File: config.mk
export PLATFORM = sky130hd
export DESIGN_NAME = debug_overlay
export DESIGN_NICKNAME = d
export VERILOG_FILES = /design/src/logic/overlay_cfg_pkg.sv /design/src/logic/glyph_pkg.sv /design/src/logic/glyph_wr_if.sv /design/src/logic/bcd_converter.sv /design/src/logic/glyph_buffer.sv /design/src/logic/glyph_renderer.sv /design/src/logic/debug_overlay.sv
export VERILOG_INCLUDE_DIRS = /design/src /design/src/include
export SDC_FILE = /design/constraint.sdc
export NUM_CORES = 1
export LEC_CHECK = 0
export BUFFER_PORTS_ARGS = -buffer_cell sky130_fd_sc_hd__buf_2
export CAP_MARGIN = 20
export CORE_ASPECT_RATIO = 0.5
export CORE_UTILIZATION = 30
export DETAILED_ROUTE_END_ITERATION = 8
export SYNTH_ARGS = -nofsm -noshare
export SYNTH_HDL_FRONTEND = slang
export SYNTH_SLANG_ARGS = --single-unit
File: constraint.sdc
create_clock -name clk -period 6 [get_ports clk]
set_input_delay 0.9 -clock clk [delete_from_list [all_inputs] [get_ports clk]]
set_output_delay 0.9 -clock clk [all_outputs]
set_load 0.005 [all_outputs]
File: src/include/font_8x8.svh
`ifndef FONT_8X8_SVH
`define FONT_8X8_SVH

// one entry per glyph code, rows listed top first (row 7 down to row 0)
// bit 7 of each row is the leftmost pixel
localparam logic [7:0] FONT_ROWS [0:GLYPH_CODES-1][7:0] = '{
    '{8'b00111100,  // 0
      8'b01000010,
      8'b01000110,
      8'b01001010,
      8'b01010010,
      8'b01100010,
      8'b01000010,
      8'b00111100},
    '{8'b00011000,  // 1
      8'b00101000,
      8'b01001000,
      8'b00001000,
      8'b00001000,
      8'b00001000,
      8'b00001000,
      8'b01111110},
    '{8'b00111100,  // 2
      8'b01000010,
      8'b00000010,
      8'b00000100,
      8'b00001000,
      8'b00010000,
      8'b00100000,
      8'b01111110},
    '{8'b00111100,  // 3
      8'b01000010,
      8'b00000010,
      8'b00011100,
      8'b00000010,
      8'b00000010,
      8'b01000010,
      8'b00111100},
    '{8'b00000100,  // 4
      8'b00001100,
      8'b00010100,
      8'b00100100,
      8'b01000100,
      8'b01111110,
      8'b00000100,
      8'b00000100},
    '{8'b01111110,  // 5
      8'b01000000,
      8'b01000000,
      8'b01111100,
      8'b00000010,
      8'b00000010,
      8'b01000010,
      8'b00111100},
    '{8'b00111100,  // 6
      8'b01000000,
      8'b01000000,
      8'b01111100,
      8'b01000010,
      8'b01000010,
      8'b01000010,
      8'b00111100},
    '{8'b01111110,  // 7
      8'b00000010,
      8'b00000100,
      8'b00001000,
      8'b00010000,
      8'b00010000,
      8'b00010000,
      8'b00010000},
    '{8'b00111100,  // 8
      8'b01000010,
      8'b01000010,
      8'b00111100,
      8'b01000010,
      8'b01000010,
      8'b01000010,
      8'b00111100},
    '{8'b00111100,  // 9
      8'b01000010,
      8'b01000010,
      8'b00111110,
      8'b00000010,
      8'b00000010,
      8'b00000010,
      8'b00111100},
    '{8'b00000000,  // minus
      8'b00000000,
      8'b00000000,
      8'b00000000,
      8'b01111110,  // bar sits on row 3
      8'b00000000,
      8'b00000000,
      8'b00000000},
    '{8'b00000000,  // blank
      8'b00000000,
      8'b00000000,
      8'b00000000,
      8'b00000000,
      8'b00000000,
      8'b00000000,
      8'b00000000}
};

`endif

File: src/logic/overlay_cfg_pkg.sv
package overlay_cfg_pkg;

    // glyph cell is square
    localparam int FONT_W = 8;

    // RGB444
    localparam int PIXEL_W = 12;

    typedef logic [PIXEL_W-1:0] pixel_t;

    // raster coordinates, up to 2047
    localparam int COORD_W = 11;

    typedef logic [COORD_W-1:0] coord_t;

    localparam pixel_t FG_PIXEL = '0;  // black ink
    localparam pixel_t BG_PIXEL = '1;  // white paper

endpackage

File: src/logic/glyph_pkg.sv
package glyph_pkg;

    // digit glyphs carry their own value so a BCD nibble casts straight in
    typedef enum logic [3:0] {
        GLYPH_0     = 4'd0,
        GLYPH_1     = 4'd1,
        GLYPH_2     = 4'd2,
        GLYPH_3     = 4'd3,
        GLYPH_4     = 4'd4,
        GLYPH_5     = 4'd5,
        GLYPH_6     = 4'd6,
        GLYPH_7     = 4'd7,
        GLYPH_8     = 4'd8,
        GLYPH_9     = 4'd9,
        GLYPH_MINUS = 4'd10,
        GLYPH_BLANK = 4'd11
    } glyph_e;

    typedef enum logic [1:0] {
        CONV_IDLE,
        CONV_SHIFT,   // double-dabble steps
        CONV_WRITE    // one glyph slot per cycle
    } conv_state_e;

    localparam int GLYPH_CODES = 12;  // font table depth

    `include "font_8x8.svh"

endpackage

File: src/logic/glyph_wr_if.sv
interface glyph_wr_if import glyph_pkg::*; #(
    parameter int NUM_GLYPHS = 6
);

    logic                          wr_en;
    logic [$clog2(NUM_GLYPHS)-1:0] wr_addr;    // slot 0 is the sign
    glyph_e                        wr_glyph;
    logic                          wr_commit;  // high with the last write

    modport src (
        output wr_en, wr_addr, wr_glyph, wr_commit
    );

    modport dst (
        input wr_en, wr_addr, wr_glyph, wr_commit
    );

endinterface

File: src/logic/bcd_converter.sv
module bcd_converter import glyph_pkg::*; #(
    parameter int VALUE_W    = 16,
    parameter int NUM_DIGITS = 5,
    parameter int NUM_GLYPHS = 6
) (
    input  logic               clk,
    input  logic               rst,
    input  logic [VALUE_W-1:0] value,
    input  logic               value_strobe,
    output logic               busy,
    glyph_wr_if.src            wr
);

    localparam int BCD_W   = 4 * NUM_DIGITS;
    localparam int SHIFT_W = $clog2(VALUE_W);
    localparam int SLOT_W  = $clog2(NUM_GLYPHS);

    conv_state_e        state_q;
    logic [SHIFT_W-1:0] shift_cnt_q;
    logic [SLOT_W-1:0]  slot_q;
    logic               sign_q;
    logic [VALUE_W-1:0] mag_q;
    logic [BCD_W-1:0]   bcd_q;
    logic [BCD_W-1:0]   bcd_adj;
    logic               start;
    logic               last_shift;
    logic               last_slot;

    // digits of 5 or more would pass 9 on the next shift
    always_comb begin
        bcd_adj = bcd_q;
        for (int d = 0; d < NUM_DIGITS; d++) begin
            if (bcd_q[d*4 +: 4] >= 4'd5) begin
                bcd_adj[d*4 +: 4] = bcd_q[d*4 +: 4] + 4'd3;
            end
        end
    end

    assign start      = (state_q == CONV_IDLE) && value_strobe;  // strobes while busy drop here
    assign last_shift = (shift_cnt_q == SHIFT_W'(VALUE_W - 1));
    assign last_slot  = (slot_q == SLOT_W'(NUM_GLYPHS - 1));

    always_ff @(posedge clk) begin
        if (rst) begin
            state_q     <= CONV_IDLE;
            shift_cnt_q <= '0;
            slot_q      <= '0;
        end else begin
            case (state_q)
                CONV_IDLE: begin
                    if (value_strobe) begin
                        state_q     <= CONV_SHIFT;
                        shift_cnt_q <= '0;
                        slot_q      <= '0;
                    end
                end
                CONV_SHIFT: begin
                    shift_cnt_q <= shift_cnt_q + 1'b1;
                    if (last_shift) begin
                        state_q <= CONV_WRITE;
                    end
                end
                CONV_WRITE: begin
                    slot_q <= slot_q + 1'b1;
                    if (last_slot) begin
                        state_q <= CONV_IDLE;  // busy drops after the commit cycle
                    end
                end
                default: state_q <= CONV_IDLE;
            endcase
        end
    end

    always_ff @(posedge clk) begin
        if (start) begin
            sign_q <= value[VALUE_W-1];
            mag_q  <= value[VALUE_W-1] ? ~value + 1'b1 : value;  // -2^(N-1) still fits unsigned
            bcd_q  <= '0;
        end else if (state_q == CONV_SHIFT) begin
            bcd_q <= {bcd_adj[BCD_W-2:0], mag_q[VALUE_W-1]};
            mag_q <= mag_q << 1;
        end else if (state_q == CONV_WRITE && slot_q != '0) begin
            bcd_q <= bcd_q << 4;  // bring next digit to the top
        end
    end

    assign busy        = (state_q != CONV_IDLE);
    assign wr.wr_en    = (state_q == CONV_WRITE);
    assign wr.wr_addr  = slot_q;
    assign wr.wr_glyph = (slot_q == '0) ? (sign_q ? GLYPH_MINUS : GLYPH_BLANK)
                                        : glyph_e'(bcd_q[BCD_W-1 -: 4]);
    assign wr.wr_commit = wr.wr_en && last_slot;

endmodule

File: src/logic/glyph_buffer.sv
module glyph_buffer import glyph_pkg::*; #(
    parameter int NUM_GLYPHS = 6
) (
    input  logic                          clk,
    input  logic                          rst,
    glyph_wr_if.dst                       wr,
    input  logic                          frame_start,
    input  logic [$clog2(NUM_GLYPHS)-1:0] rd_slot,
    output glyph_e                        rd_glyph
);

    glyph_e shadow_q  [NUM_GLYPHS];  // filled by the converter
    glyph_e display_q [NUM_GLYPHS];  // seen by the renderer
    logic   pending_q;
    logic   swap;

    // only swap on a frame edge so a frame never mixes two numbers
    assign swap = frame_start && pending_q;

    always_ff @(posedge clk) begin
        if (rst) begin
            for (int i = 0; i < NUM_GLYPHS; i++) begin
                shadow_q[i]  <= GLYPH_BLANK;
                display_q[i] <= GLYPH_BLANK;
            end
            pending_q <= 1'b0;
        end else begin
            if (wr.wr_en) begin
                shadow_q[wr.wr_addr] <= wr.wr_glyph;
            end
            if (swap) begin
                display_q <= shadow_q;
            end
            // a commit landing on the swap cycle waits for the next frame
            pending_q <= wr.wr_commit || (pending_q && !frame_start);
        end
    end

    assign rd_glyph = display_q[rd_slot];  // renderer keeps rd_slot in range

endmodule

File: src/logic/glyph_renderer.sv
module glyph_renderer import overlay_cfg_pkg::*, glyph_pkg::*; #(
    parameter int NUM_GLYPHS = 6,
    parameter int ORIGIN_X   = 16,
    parameter int ORIGIN_Y   = 8
) (
    input  logic                          clk,
    input  logic                          rst,
    input  logic                          px_valid,
    input  coord_t                        px_x,
    input  coord_t                        px_y,
    input  pixel_t                        pixel_in,
    output logic [$clog2(NUM_GLYPHS)-1:0] rd_slot,
    input  glyph_e                        rd_glyph,
    output logic                          pix_valid,
    output pixel_t                        pixel_out
);

    localparam int FONT_SH = $clog2(FONT_W);
    localparam int SLOT_W  = $clog2(NUM_GLYPHS);

    // window bounds, hi ends exclusive
    localparam coord_t X_LO = coord_t'(ORIGIN_X);
    localparam coord_t X_HI = coord_t'(ORIGIN_X + NUM_GLYPHS * FONT_W);
    localparam coord_t Y_LO = coord_t'(ORIGIN_Y);
    localparam coord_t Y_HI = coord_t'(ORIGIN_Y + FONT_W);

    coord_t             dx;
    coord_t             dy;
    logic               in_window;
    logic [FONT_SH-1:0] col;
    logic [FONT_SH-1:0] font_row;
    logic [FONT_W-1:0]  font_bits;
    logic               ink;

    assign dx = px_x - X_LO;
    assign dy = px_y - Y_LO;

    assign in_window = (px_x >= X_LO) && (px_x < X_HI) &&
                       (px_y >= Y_LO) && (px_y < Y_HI);

    assign rd_slot  = in_window ? SLOT_W'(dx >> FONT_SH) : '0;  // park on slot 0 outside
    assign col      = dx[FONT_SH-1:0];
    assign font_row = FONT_SH'(FONT_W - 1) - dy[FONT_SH-1:0];  // row 7 is the top line

    assign font_bits = FONT_ROWS[rd_glyph][font_row];
    assign ink       = font_bits[FONT_SH'(FONT_W - 1) - col];  // msb is leftmost

    always_ff @(posedge clk) begin
        if (rst) begin
            pix_valid <= 1'b0;
        end else begin
            pix_valid <= px_valid;
        end
    end

    // one stage, no back-pressure
    always_ff @(posedge clk) begin
        if (!in_window) begin
            pixel_out <= pixel_in;
        end else if (ink) begin
            pixel_out <= FG_PIXEL;
        end else begin
            pixel_out <= BG_PIXEL;
        end
    end

endmodule

File: src/logic/debug_overlay.sv
module debug_overlay import overlay_cfg_pkg::*, glyph_pkg::*; #(
    parameter int VALUE_W  = 16,
    parameter int ORIGIN_X = 16,
    parameter int ORIGIN_Y = 8
) (
    input  logic               clk,
    input  logic               rst,
    input  logic [VALUE_W-1:0] value,
    input  logic               value_strobe,
    output logic               busy,
    input  logic               frame_start,
    input  logic               px_valid,
    input  coord_t             px_x,
    input  coord_t             px_y,
    input  pixel_t             pixel_in,
    output logic               pix_valid,
    output pixel_t             pixel_out
);

    // decimal digits of 2**(VALUE_W-1), the largest magnitude
    // 30103 / 100000 stands in for log10(2)
    localparam int NUM_DIGITS = ((VALUE_W - 1) * 30103) / 100000 + 1;
    localparam int NUM_GLYPHS = NUM_DIGITS + 1;  // plus sign
    localparam int SLOT_W     = $clog2(NUM_GLYPHS);

    logic [SLOT_W-1:0] rd_slot;
    glyph_e            rd_glyph;

    glyph_wr_if #(.NUM_GLYPHS(NUM_GLYPHS)) glyph_wr ();

    bcd_converter #(
        .VALUE_W    (VALUE_W),
        .NUM_DIGITS (NUM_DIGITS),
        .NUM_GLYPHS (NUM_GLYPHS)
    ) bcd_converter_inst (
        .clk          (clk),
        .rst          (rst),
        .value        (value),
        .value_strobe (value_strobe),
        .busy         (busy),
        .wr           (glyph_wr.src)
    );

    glyph_buffer #(
        .NUM_GLYPHS (NUM_GLYPHS)
    ) glyph_buffer_inst (
        .clk         (clk),
        .rst         (rst),
        .wr          (glyph_wr.dst),
        .frame_start (frame_start),
        .rd_slot     (rd_slot),
        .rd_glyph    (rd_glyph)
    );

    glyph_renderer #(
        .NUM_GLYPHS (NUM_GLYPHS),
        .ORIGIN_X   (ORIGIN_X),
        .ORIGIN_Y   (ORIGIN_Y)
    ) glyph_renderer_inst (
        .clk       (clk),
        .rst       (rst),
        .px_valid  (px_valid),
        .px_x      (px_x),
        .px_y      (px_y),
        .pixel_in  (pixel_in),
        .rd_slot   (rd_slot),
        .rd_glyph  (rd_glyph),
        .pix_valid (pix_valid),
        .pixel_out (pixel_out)
    );

endmodule

# Yosys cells after proc, flatten, opt, wreduce, memory -nomap -nowiden
# Memory sizes are Yosys's and may differ from the RTL's.
# Index checks and enable logic that the tools add are counted.
[classes]
n_bitwise = 4
mul = 0
n_reduce_logical = 22
n_eq_ne = 7
n_div = 0
n_addsub = 12
n_shift = 0
mux = 35
magnitude_cmp = 15
[op_table]
columns = ["op", "n"]
rows = [
  ["$mux W64", 2],
  ["$mux W16", 3],
  ["$mux W20", 2],
  ["$mux W4", 9],
  ["$bmux W8 S3", 1],
  ["$bwmux W24", 1],
  ["$mux W12", 2],
  ["$ge A4 B3 Y1 const B", 5],
  ["$add A16 B1 Y16 const B", 1],
  ["$add A4 B2 Y4 const B", 4],
  ["$not A16 Y16", 1],
  ["$bmux W4 S3", 1],
  ["$demux W4 S3", 1],
  ["$ge A11 B4 Y1 const B", 1],
  ["$ge A11 B5 Y1 const B", 1],
  ["$lt A11 B5 Y1 const B", 1],
  ["$lt A11 B7 Y1 const B", 1],
  ["$reduce_bool A2 Y1", 5],
  ["$logic_and A1 B1 Y1", 9],
  ["$mux W3", 3],
  ["$ge A4 B4 Y1 const B", 2],
  ["$lt A3 B4 Y1 const B", 2],
  ["$mux W8", 1],
  ["$not A3 Y4", 2],
  ["other kinds (28)", 34],
]
[totals]
latch_bits = 0
reg_bits = 108
mem_bits_ro = 1024
inputBits = 55
out_inout_bits = 14
wordCells = 117
memories = 1
ramBits = 0
[memory_table]
columns = ["name", "words", "width", "read_ports", "rd_clocked_by_memory_dff", "wr", "line", "rtl"]
rows = [
  ["(no name shown)", 16, 64, 1, 0, 0, "glyph_renderer.sv:45", "assign font_bits = FONT_ROWS[rd_glyph][font_row];"],
]

# Depth between registers and ports, before layout
[depth]
ltp_word = 19
ltp_mapped = 18
depth_no_buf = 16

# By module
# From an unflattened synthesis, not the netlist that was laid out.
[unflattened]
hier_cells = 729
area_unflattened_um2 = 6341.1
[modules_own_cells]
columns = ["mod", "area_each_um2", "n_inst", "cells_each", "seq_area_each_um2"]
rows = [
  ["bcd_converter", 2869.0, 1, 323, 1091.0],
  ["glyph_buffer", 2033.2, 1, 220, 980.9],
  ["glyph_renderer", 1438.9, 1, 186, 260.2],
]

# Worst setup path before layout
# No wires, ideal clock.
[synth_path]
kind = "input to register"
from = "in px_x[5]"
to = "reg glyph_renderer_inst.pixel_out[0]"
n_path_buf = 3
path_stages = 17
t_required_ns = 5.870
arrival_ns = 4.394
path_slack_ns = 1.476
setup_ns = 0.130
path_cell_list = "clkbuf_1 inv_1 ha_1 nor4b_1 a21oi_1 or4_1 a31oi_2 ha_1 clkbuf_1 nand2b_1 a221oi_1 o21ai_0 o31ai_1 a2111oi_2 a21oi_2 buf_2 a32oi_2"
[synth_via]
elab_chain_len = 19
word_cells_on_any_way = 21
classes_between = "1 x add/sub; 2 x order compare; 12 x mux; 2 x bitwise; 3 x reduce/logical; 1 x memory"
[synth_rtl]
columns = ["item", "line", "rtl"]
rows = [
  ["start: declaration", "debug_overlay.sv:13", "input coord_t px_x,"],
  ["$ge A11 B5 Y1 / $lt A11 B7 Y1 (equally long branches)", "glyph_renderer.sv:38", "assign in_window = (px_x >= X_LO) && (px_x < X_HI) &&"],
  ["$logic_and A1 B1 Y1 (2 in a row)", "glyph_renderer.sv:38", ""],
  ["$logic_and A1 B1 Y1", "glyph_renderer.sv:39", "(px_y >= Y_LO) && (px_y < Y_HI);"],
  ["$mux W3", "glyph_renderer.sv:41", "assign rd_slot = in_window ? SLOT_W'(dx >> FONT_SH) : '0;"],
  ["$not A3 Y4 (not written as such)", "glyph_buffer.sv:39", "assign rd_glyph = display_q[rd_slot];"],
  ["$bmux W4 S3", "glyph_buffer.sv:39", ""],
  ["$mux W4 (not written as such) (2 in a row)", "glyph_buffer.sv:39", ""],
  ["$not A4 Y5 (not written as such)", "glyph_renderer.sv:45", ""],
  ["$mem_v2 Z16 W64", "--", ""],
  ["$mux W64 (not written as such) (2 in a row)", "glyph_renderer.sv:45", ""],
  ["$bmux W8 S3", "glyph_renderer.sv:45", ""],
  ["$mux W8 (not written as such)", "glyph_renderer.sv:45", ""],
  ["$bmux W1 S3", "glyph_renderer.sv:46", "assign ink = font_bits[FONT_SH'(FONT_W - 1) - col];"],
  ["$mux W1 (not written as such)", "glyph_renderer.sv:46", ""],
  ["$mux W12", "glyph_renderer.sv:60", "end else if (ink) begin"],
  ["$mux W12 *", "glyph_renderer.sv:58", "if (!in_window) begin"],
  ["end signal: assignment", "glyph_renderer.sv:59", "pixel_out <= pixel_in;"],
  ["end: declaration", "glyph_renderer.sv:15", "output pixel_t pixel_out"],
]
# Every way passes the cells marked *; elsewhere a longest branch is shown, timed or not. The select of a mux whose other input is x is not followed.
# A chain may end at the register's enable or synchronous reset.

# Worst setup path in the final report
[layout_path]
from = "in px_x[8]"
to = "reg glyph_renderer_inst.pixel_out[0]"
[layout_via]
elab_chain_len = 19
word_cells_on_any_way = 20
classes_between = "2 x order compare; 12 x mux; 2 x bitwise; 3 x reduce/logical; 1 x memory"
[layout_rtl]
columns = ["item", "line"]
rows = [
  ["$ge A11 B5 Y1 / $lt A11 B7 Y1 (equally long branches)", "glyph_renderer.sv:38"],
  ["$logic_and A1 B1 Y1 * (2 in a row)", "glyph_renderer.sv:38"],
  ["$logic_and A1 B1 Y1 *", "glyph_renderer.sv:39"],
  ["$mux W3", "glyph_renderer.sv:41"],
  ["$not A3 Y4 (not written as such)", "glyph_buffer.sv:39"],
  ["$bmux W4 S3", "glyph_buffer.sv:39"],
  ["$mux W4 (not written as such) (2 in a row)", "glyph_buffer.sv:39"],
  ["$not A4 Y5 (not written as such)", "glyph_renderer.sv:45"],
  ["$mem_v2 Z16 W64", "--"],
  ["$mux W64 (not written as such) (2 in a row)", "glyph_renderer.sv:45"],
  ["$bmux W8 S3", "glyph_renderer.sv:45"],
  ["$mux W8 (not written as such)", "glyph_renderer.sv:45"],
  ["$bmux W1 S3", "glyph_renderer.sv:46"],
  ["$mux W1 (not written as such)", "glyph_renderer.sv:46"],
  ["$mux W12", "glyph_renderer.sv:60"],
  ["$mux W12 *", "glyph_renderer.sv:58"],
]
# Marks and branches as above.

==> results_dict.tcl <==
set metrics [dict create \
    outcome "finished clean" \
    drtAntennaViolNets 0 \
    fin_ws_ps 1090 \
    drive_above_1_share_pct 13.0 \
    final_common_cell "nand2_1" \
    synth_cells 789 \
    avgRoutedWirePerCell_um 14.4 \
    rows 37 \
    area_delta_synth_final_pct 12.5 \
    setup-violations-final 0 \
    async_flop_share_pct 0 \
    fp.dieArea_um2 22000 \
    cts_sinks 108 \
    crit_arrival_ps 5110 \
    cts_tree "yes" \
    cp-end-kind "register" \
    worstHoldPathType "register to register" \
    grt_pass1_vias 5462 \
    antenna_found_initial 0 \
    fillers 2172 \
    crit_required_ps 6200 \
    path_clk_slew_ps 70 \
    clk_latency_ps 350 \
    io_pins 69 \
    coreArea_um2 20700 \
    cts_hold_buffers 0 \
    synth_edf_count 17 \
    drcViolationCount 0 \
    grt_max_degree 60 \
    via_per_inst 5.30 \
    cts_setup_buffers 0 \
    yosysTopAreaCell "dfxtp_1" \
    ys_seq_area_share_pct 36.4 \
    stdcell_area_um2 7210 \
    synth_area_um2 6410 \
    post_dp_cell_area_um2 6930 \
    hold_viol_final 0 \
    fin_worst_skew_ps 11.7 \
    period_needed_ps 4910 \
    max-vdd-ir-drop_uv 161 \
    start_kind "primary input" \
    start_util_pct 30.9 \
    syn-num-nets 868 \
    diodes 0 \
    place_congestion 0.946 \
    grt-ovfl-total 0 \
    numPortBuffers 68 \
    synth_ff_type "dfxtp_1" \
    fmax_mhz 204 \
    tns_ps 0 \
    die_h_um 105 \
    die_x_um 209 \
    period_share_pct 81.8 \
    clk_path_buf_depth 2 \
    p_per_area_nw_per_um2 220 \
    yosys.cell_types.count 68 \
    syn_avg_cell_area_um2 8.12 \
    grt_pass1_wl_mm 26.5 \
    maxSlewHeadroom_pct 35.2 \
    cts-root-buf "clkbuf_16" \
    vias 5850 \
    first_iter_violations 399 \
    hpwlAfterDp_mm 11.3 \
    synthTopCellsByArea "dfxtp_1 28%, edfxtp_1 8.0%, nand2_1 7.7%" \
    report.final.slew_viol_count 0 \
    drt_wl_total_mm 15.9 \
    rsz0062_at_grt "no" \
    worst_pin_slew_ps 972 \
    cts_inserted_buffers 9 \
    ys_ff_latch 108 \
    holdWs_ps 462 \
    crit_type "primary input to register" \
    cp_max_fo 12 \
    ys_warn_count 0 \
    p_leak_nw 2.82 \
    synth_top_area_share_pct 28.4 \
    fin_nets 906 \
    firstDrtPassIters 5 \
    grtUsageTotal_pct 14.4 \
    cts_resized 0 \
    maxCapViolations 0 \
    h-tree-depth 3 \
    pre_cts_slack_ps 843 \
    design_power_total_mw 1.59 \
    final_cell_mix "132 x nand2_1, 91 x dfxtp_1, 71 x nor2_1, 68 x buf_2, 44 x o21ai_0" \
]
==> synthesized netlist by cell type, types with 3 or more instances <==
library cell,number
a211o_1,20
a21oi_1,39
o211ai_1,4
nor2_1,71
and2_1,4
nand2_1,132
edfxtp_1,17
clkbuf_1,37
a32oi_1,18
a31oi_1,5
mux2i_1,12
a21oi_2,3
xor2_1,11
nand3b_1,20
nor3b_1,18
nand3_1,27
or4_1,4
o21ai_0,44
a31o_2,3
a211oi_1,20
nand4_1,8
a311oi_1,12
and3_1,4
o31ai_1,5
nor3_1,18
dfxtp_1,91
buf_2,5
ha_1,24
nor2b_1,8
xnor2_1,9
nand2b_1,14
and4_1,3
or3_1,4
inv_1,28
o21bai_1,3
==> cells by family after synthesis <==
logic type,Yosys count,synth area share (%)
AOI/OAI and AO/OA,203,22.9
adders and majority gates,24,4.68
xor gates and xnor gates,20,2.73
and+or+nand+nor,344,26.3
DFF,108,36.4
buffers and inverters,76,4.78
muxes,14,2.23
==> area by class of cell <==
type	count	area [um2]	share of cell area, %
Inverter	29	109	1.51
Timing Repair Buffer	74	389	5.39
Tap cell	273	342	4.74
Sequential cell	108	2330	32.3
Multi-Input combinational cell	605	3770	52.3
Clock inverter	3	23.8	0.330
Clock buffer	12	246	3.42
==> worst paths after layout <==
path	start	endpoint	slack (ps)	cells past startpoint
max	px_x[8]	glyph_renderer_inst.pixel_out[0]$_DFF_P_	1090	13
min	glyph_buffer_inst.display_q[10]$_SDFFE_PP0P_	glyph_buffer_inst.display_q[10]$_SDFFE_PP0P_	460	2
max reg2reg	glyph_buffer_inst.display_q[13]$_SDFFE_PP1P_	glyph_renderer_inst.pixel_out[0]$_DFF_P_	2330	11
min reg2reg	glyph_buffer_inst.display_q[10]$_SDFFE_PP0P_	glyph_buffer_inst.display_q[10]$_SDFFE_PP0P_	460	2
==> metrics by stage <==
step	utilization (%)	std cells
final	34.8	1104
after floorplan	-	789
after global routing	34.8	1104
after CTS	34.7	1103
after global placement	33.4	1088
after detailed placement	33.4	1088
==> where the power goes <==
| group | leakage (nW) | internal (mW) | switching, mW | total, mW |
|---|---|---|---|---|
| clock | 0.125 | 0.293 | 0.258 | 0.551 |
| sequential | 0.913 | 0.781 | 0.0280 | 0.809 |
| combinational | 1.78 | 0.0918 | 0.136 | 0.228 |
==> flip-flops by register name, indices dropped and copies added (netlist names) <==
| name | flops |
|---|---|
| glyph_renderer_inst.pix_valid | 1 |
| glyph_buffer_inst.shadow_q | 24 |
| bcd_converter_inst.sign_q | 1 |
| bcd_converter_inst.state_q | 2 |
| bcd_converter_inst.bcd_q | 20 |
| glyph_buffer_inst.display_q | 24 |
| glyph_renderer_inst.pixel_out | 12 |
| glyph_buffer_inst.pending_q | 1 |
| bcd_converter_inst.mag_q | 16 |
| bcd_converter_inst.shift_cnt_q | 4 |
| bcd_converter_inst.wr.wr_addr | 3 |
==> critical path, stage by stage <==
cell,delay [ps]
buf_2,100
nor4_2,530
nand3_1,330
or4_1,630
a31oi_2,470
ha_1,450
nand2b_1,200
a221oi_1,260
o21ai_0,160
o31ai_1,290
a2111oi_2,70
a21oi_2,490
a32oi_2,210
==> routing by layer <==
| metal | part of all wire [%] | vias to the layer above | global-route usage (%) |
|---|---|---|---|
| met5 | 0 | - | 0 |
| met4 | 2.0 | 0 | 4.52 |
| li1 | - | 2931 | - |
| met3 | 2.9 | 26 | 2.06 |
| met2 | 46 | 121 | 24.4 |
| met1 | 49 | 2772 | 18.9 |
Note: power is estimated with default switching activity, not from simulation.
